--- src/common/cnn_consts.svh ---
`ifndef CNN_CONSTS_SVH
`define CNN_CONSTS_SVH

// features per step
`define CNN_LANES 4

// steps per feature vector
`define CNN_STEPS 4

// one neuron per class
`define CNN_CLASSES 10

// data and accumulator width
`define CNN_DW 32

`define CNN_CLS_W 4

// register levels in the argmax tree
`define CNN_TREE_LAT 4

`endif

--- src/common/cnn_pkg.sv ---
`include "cnn_consts.svh"

package cnn_pkg;

    typedef logic signed [`CNN_DW-1:0] data_t;

    typedef struct packed {
        data_t [`CNN_LANES-1:0] lane;
    } feat_vec_t;

    typedef data_t [`CNN_CLASSES-1:0] class_scores_t;

    typedef logic [`CNN_CLS_W-1:0] class_idx_t;
    typedef logic [`CNN_CLASSES-1:0] class_vec_t;

    typedef logic [$clog2(`CNN_STEPS)-1:0] step_idx_t;
    typedef logic [$clog2(`CNN_LANES)-1:0] lane_idx_t;

    // one weight write, sel is one-hot over neurons
    typedef struct packed {
        class_vec_t sel;
        step_idx_t  step;
        lane_idx_t  lane;
        data_t      value;
    } weight_wr_t;

    typedef enum logic [1:0] {
        IDLE,
        FC,
        CLASSES
    } cnn_state_e;

endpackage

--- src/hdl/cnn_ctrl.sv ---
`timescale 1ns/10ps

module cnn_ctrl (
    input  logic                clk,
    input  logic                rstn,
    input  logic                start,
    input  logic                feat_valid,
    input  logic                all_ovalid,
    input  logic                out_valid,
    input  cnn_pkg::class_idx_t win_idx,
    output logic                load_en,
    output logic                acc_clr,
    output logic                step_valid,
    output logic                tree_valid,
    output cnn_pkg::class_vec_t classes,
    output logic                done
);
    import cnn_pkg::*;

    cnn_state_e state;
    cnn_state_e state_nxt;

    always_comb begin
        state_nxt = state;
        case (state)
            IDLE:    if (start) state_nxt = FC;
            FC:      if (all_ovalid) state_nxt = CLASSES;
            CLASSES: if (out_valid) state_nxt = IDLE;
            default: state_nxt = IDLE;
        endcase
    end

    assign load_en    = (state == IDLE);
    // clear lands on the IDLE to FC edge
    assign acc_clr    = (state == IDLE) && start;
    assign step_valid = (state == FC) && feat_valid;
    // scores are settled once every neuron reports
    assign tree_valid = (state == FC) && all_ovalid;

    always_ff @(posedge clk or negedge rstn) begin
        if (!rstn) begin
            state   <= IDLE;
            classes <= '0;
            done    <= 1'b0;
        end else begin
            state <= state_nxt;
            done  <= (state == CLASSES) && out_valid;
            // whole vector rewritten, old class bit goes away
            if ((state == CLASSES) && out_valid) begin
                classes <= class_vec_t'(1) << win_idx;
            end
        end
    end

endmodule

--- config.mk ---
export PLATFORM = sky130hd
export DESIGN_NAME = cnn_ctrl
export DESIGN_NICKNAME = d
export VERILOG_FILES = /design/src/common/cnn_pkg.sv /design/src/hdl/cnn_ctrl.sv
export VERILOG_INCLUDE_DIRS = /design/src /design/src/common
export SDC_FILE = /design/constraint.sdc
export NUM_CORES = 1
export LEC_CHECK = 0
export ABC_AREA = 1
export BUFFER_PORTS_ARGS = -buffer_cell sky130_fd_sc_hd__buf_4
export CORE_AREA = 5 5 42 44
export CTS_BUF_LIST = sky130_fd_sc_hd__clkbuf_2
export CTS_CLUSTER_SIZE = 28
export DETAILED_ROUTE_END_ITERATION = 16
export DIE_AREA = 0 0 47 49
export GPL_TIMING_DRIVEN = 0
export HOLD_SLACK_MARGIN = 0.03
export PLACE_DENSITY = 0.76
export SLEW_MARGIN = 30
export SYNTH_ARGS = -nofsm -noshare
export SYNTH_HDL_FRONTEND = slang
export SYNTH_SLANG_ARGS = --single-unit
--- constraint.sdc ---
create_clock -name clk -period 2 [get_ports clk]
set_clock_uncertainty 0.15 [all_clocks]
set_input_delay 0.4 -clock clk [delete_from_list [all_inputs] [get_ports clk]]
set_output_delay 0.4 -clock clk [all_outputs]
set_load 0.02 [all_outputs]
==> out/qor.txt <==
run status = finished clean
Critical Path Fanout Max = 4
Die Y = 49 um
antenna violations before repair = 0
Distinct cells, synth = 13
iteration-0 DRC count of the detailed router = 7
clock tree from TritonCTS = done
maximum number of pins on one net before global-route repair = 14
static leakage = 0.4659 nW
mapped cell area = 599.3 um2
placer congestion estimate = 0.7215
Max H-tree Level = 1
required time of the critical path = 1.45 ns
post-synthesis sequential element count = 13
Comb pwr share = 0.476
width of the chip = 47 um
Async S/R FF share, synth = 1.000
Routed Antenna Nets = 0
Skew-Pair Late Insertion Delay = 0.27 ns
number of buffers created by CTS = 3
proportion of netlist area held by the largest area contributor = 0.5428
register share of total power = 0.392
starting utilization of the core area = 0.4277
number of cells produced by synthesis = 74
count of instances resized after the clock tree is built = 0
root buffer cell = clkbuf_2
cell count after placement = 114
Synth top cells by count = nand2_1, dfrtp_1, inv_1, nor2_1, o21ai_1
Yosys warning count = 0
number of maximum-capacitance violations = 0
share of cells above drive strength 1 = 0.3107
startpoint-to-endpoint class of the critical path = flop to output port
average footprint of a synthesized cell = 8.099 um2
Die Area = 2303 um2
Total Wirelength = 1247 um
nets in the synthesized netlist = 84
proportion of total power due to net switching = 0.4091
number of global-route vias before repair = 531
internal power contribution = 0.6014 mW
routed vias = 543
Final min period = 1.711 ns
router iterations before antenna repair = 4
Worst Tran Pin Value = 0.2320 ns
Max-slew headroom = 0.8447
average vias per placed instance = 4.563
post-DR wirelength/cell = 10.48 um
hold crit path type = input port to flop
top cell type by total area after synthesis = dfrtp_1
Longest Clk Path Bufs = 2
Psw = 0.4163 mW
EDFF count, synth = 0
wire length of the first global-routing pass = 2145 um
number of clock sinks seen by CTS = 13
residual overflow from global routing = 0
clock edge transition at the registers on the reported setup and hold paths = 0.11 ns
I/O pin count = 25
largest cells by area after synthesis = dfrtp_1, nand2_1, inv_1
Total Routing Usage GR = 0.1304
kind of capture point of the worst setup path = output port
Detail Placement HPWL = 1004 um
total power divided by cell area = 1227 nW/um2
Clk network pwr share = 0.132
cell row count = 14
WHS = 0.1659 ns
count of placed standard cells in the final layout, fillers left out = 119
area growth from synthesis to final layout = 38.41%
most frequent cell after synthesis = nand2_1
Max IR drop VDD = 0.5011 mV
fin nets = 114
core area = 1401 um2
register-to-register setup slack = 0.83 ns
final setup violation count = 0
number of antenna cells inserted = 0
critical path data arrival time = 1.16 ns
sequential share of the synthesized area = 0.5428
total negative setup slack = 0 ns
Residual DRC = 0
Final period util = 0.8554
Pins Over Slew Limit = 0
Final Hold Fails = 0
RSZ-0062 raised after global routing = false
total of buffers placed on input and output ports = 24
kind of start point of the critical path = flop
Highest Clock Rate = 584.5 MHz
dominant synthesized flop cell = dfrtp_1
-- routing by layer --
metal  GRT usage  share of wire  wire, um
met2      0.2059           0.48       596
met5           0              0         0
met3     0.04797           0.10       126
met4     0.08295          0.028        35
met1      0.1393           0.39       489
-- layout by cell type, fill, tap and decap left out, types with 2 or more instances in the layout --
cell type and count:
buf_4 24, clkbuf_2 4, dfrtp_1 13, inv_1 12, nand2_1 22, nand3_1 2
nor2_1 9, o21ai_1 8, o22ai_1 2
-- power by group through the flow --
stage / Sequential (mW) / Clock, mW / Combinational (mW)
detailed placement: 0.406 / 0 / 0.491
floorplan: 0.484 / 0 / 0.200
global placement: 0.400 / 0 / 0.486
finish: 0.399 / 0.134 / 0.485
global route: 0.411 / 0.158 / 0.535
CTS: 0.400 / 0.141 / 0.493
-- cell type report --
class                           count  area [um2]
Tap cell                           16       20.02
Fill cell                         138       571.8
Inverter                           13       48.80
Timing Repair Buffer               25       190.2
Sequential cell                    13       325.3
Buffer                              1       11.26
Clock buffer                        4       20.02
Multi-Input combinational cell     47       214.0
-- timing repair --
item	in CTS	in global routing
hold buffers	1	0
hold endpoints to repair	13	0
buffers inserted	0	0
setup endpoints to repair	0	0
-- state kept, by name, indices dropped and copies added (netlist names) --
signal   cells
classes     10
done         1
state        2
-- through the flow --
step | utilization | power, mW | area [um2] | worst slack, ns
4_1_cts | 0.5920 | 1.034 | 829.5 | 0.2642
6_report | 0.5920 | 1.018 | 829.5 | 0.2892
2_1_floorplan | - | 0.6836 | 599.3 | 0.5914
5_1_grt | 0.5920 | 1.104 | 829.5 | 0.1544
3_3_place_gp | 0.5705 | 0.8859 | 799.5 | 0.6191
3_5_place_dp | 0.5705 | 0.8962 | 799.5 | 0.5942
-- kinds of logic after synthesis --
group / Yosys count / synth area share
DFF: 13 / 0.5428
and+or+nand+nor: 36 / 0.2610
buffers and inverters: 14 / 0.1002
AOI/OAI and AO/OA: 11 / 0.09602
-- path summary, 6_finish.rpt --
kind | from | end | cells past startpoint
max | state[1] | step_valid | 4
min | all_ovalid | state[0] | 2
max reg2reg | state[0] | classes[5] | 5
min reg2reg | classes[1] | classes[1] | 2
max in group asynchronous | rstn | classes[9] | 2
min in group asynchronous | rstn | classes[6] | 2
-- worst max-delay path, cell delays in order, from the launching register on --
cell     delay (ns)
dfrtp_1        0.45
inv_1          0.09
nand2_1        0.10
nor2_1         0.10
buf_4          0.15
No activity file was read; power rests on OpenSTA's default activity.
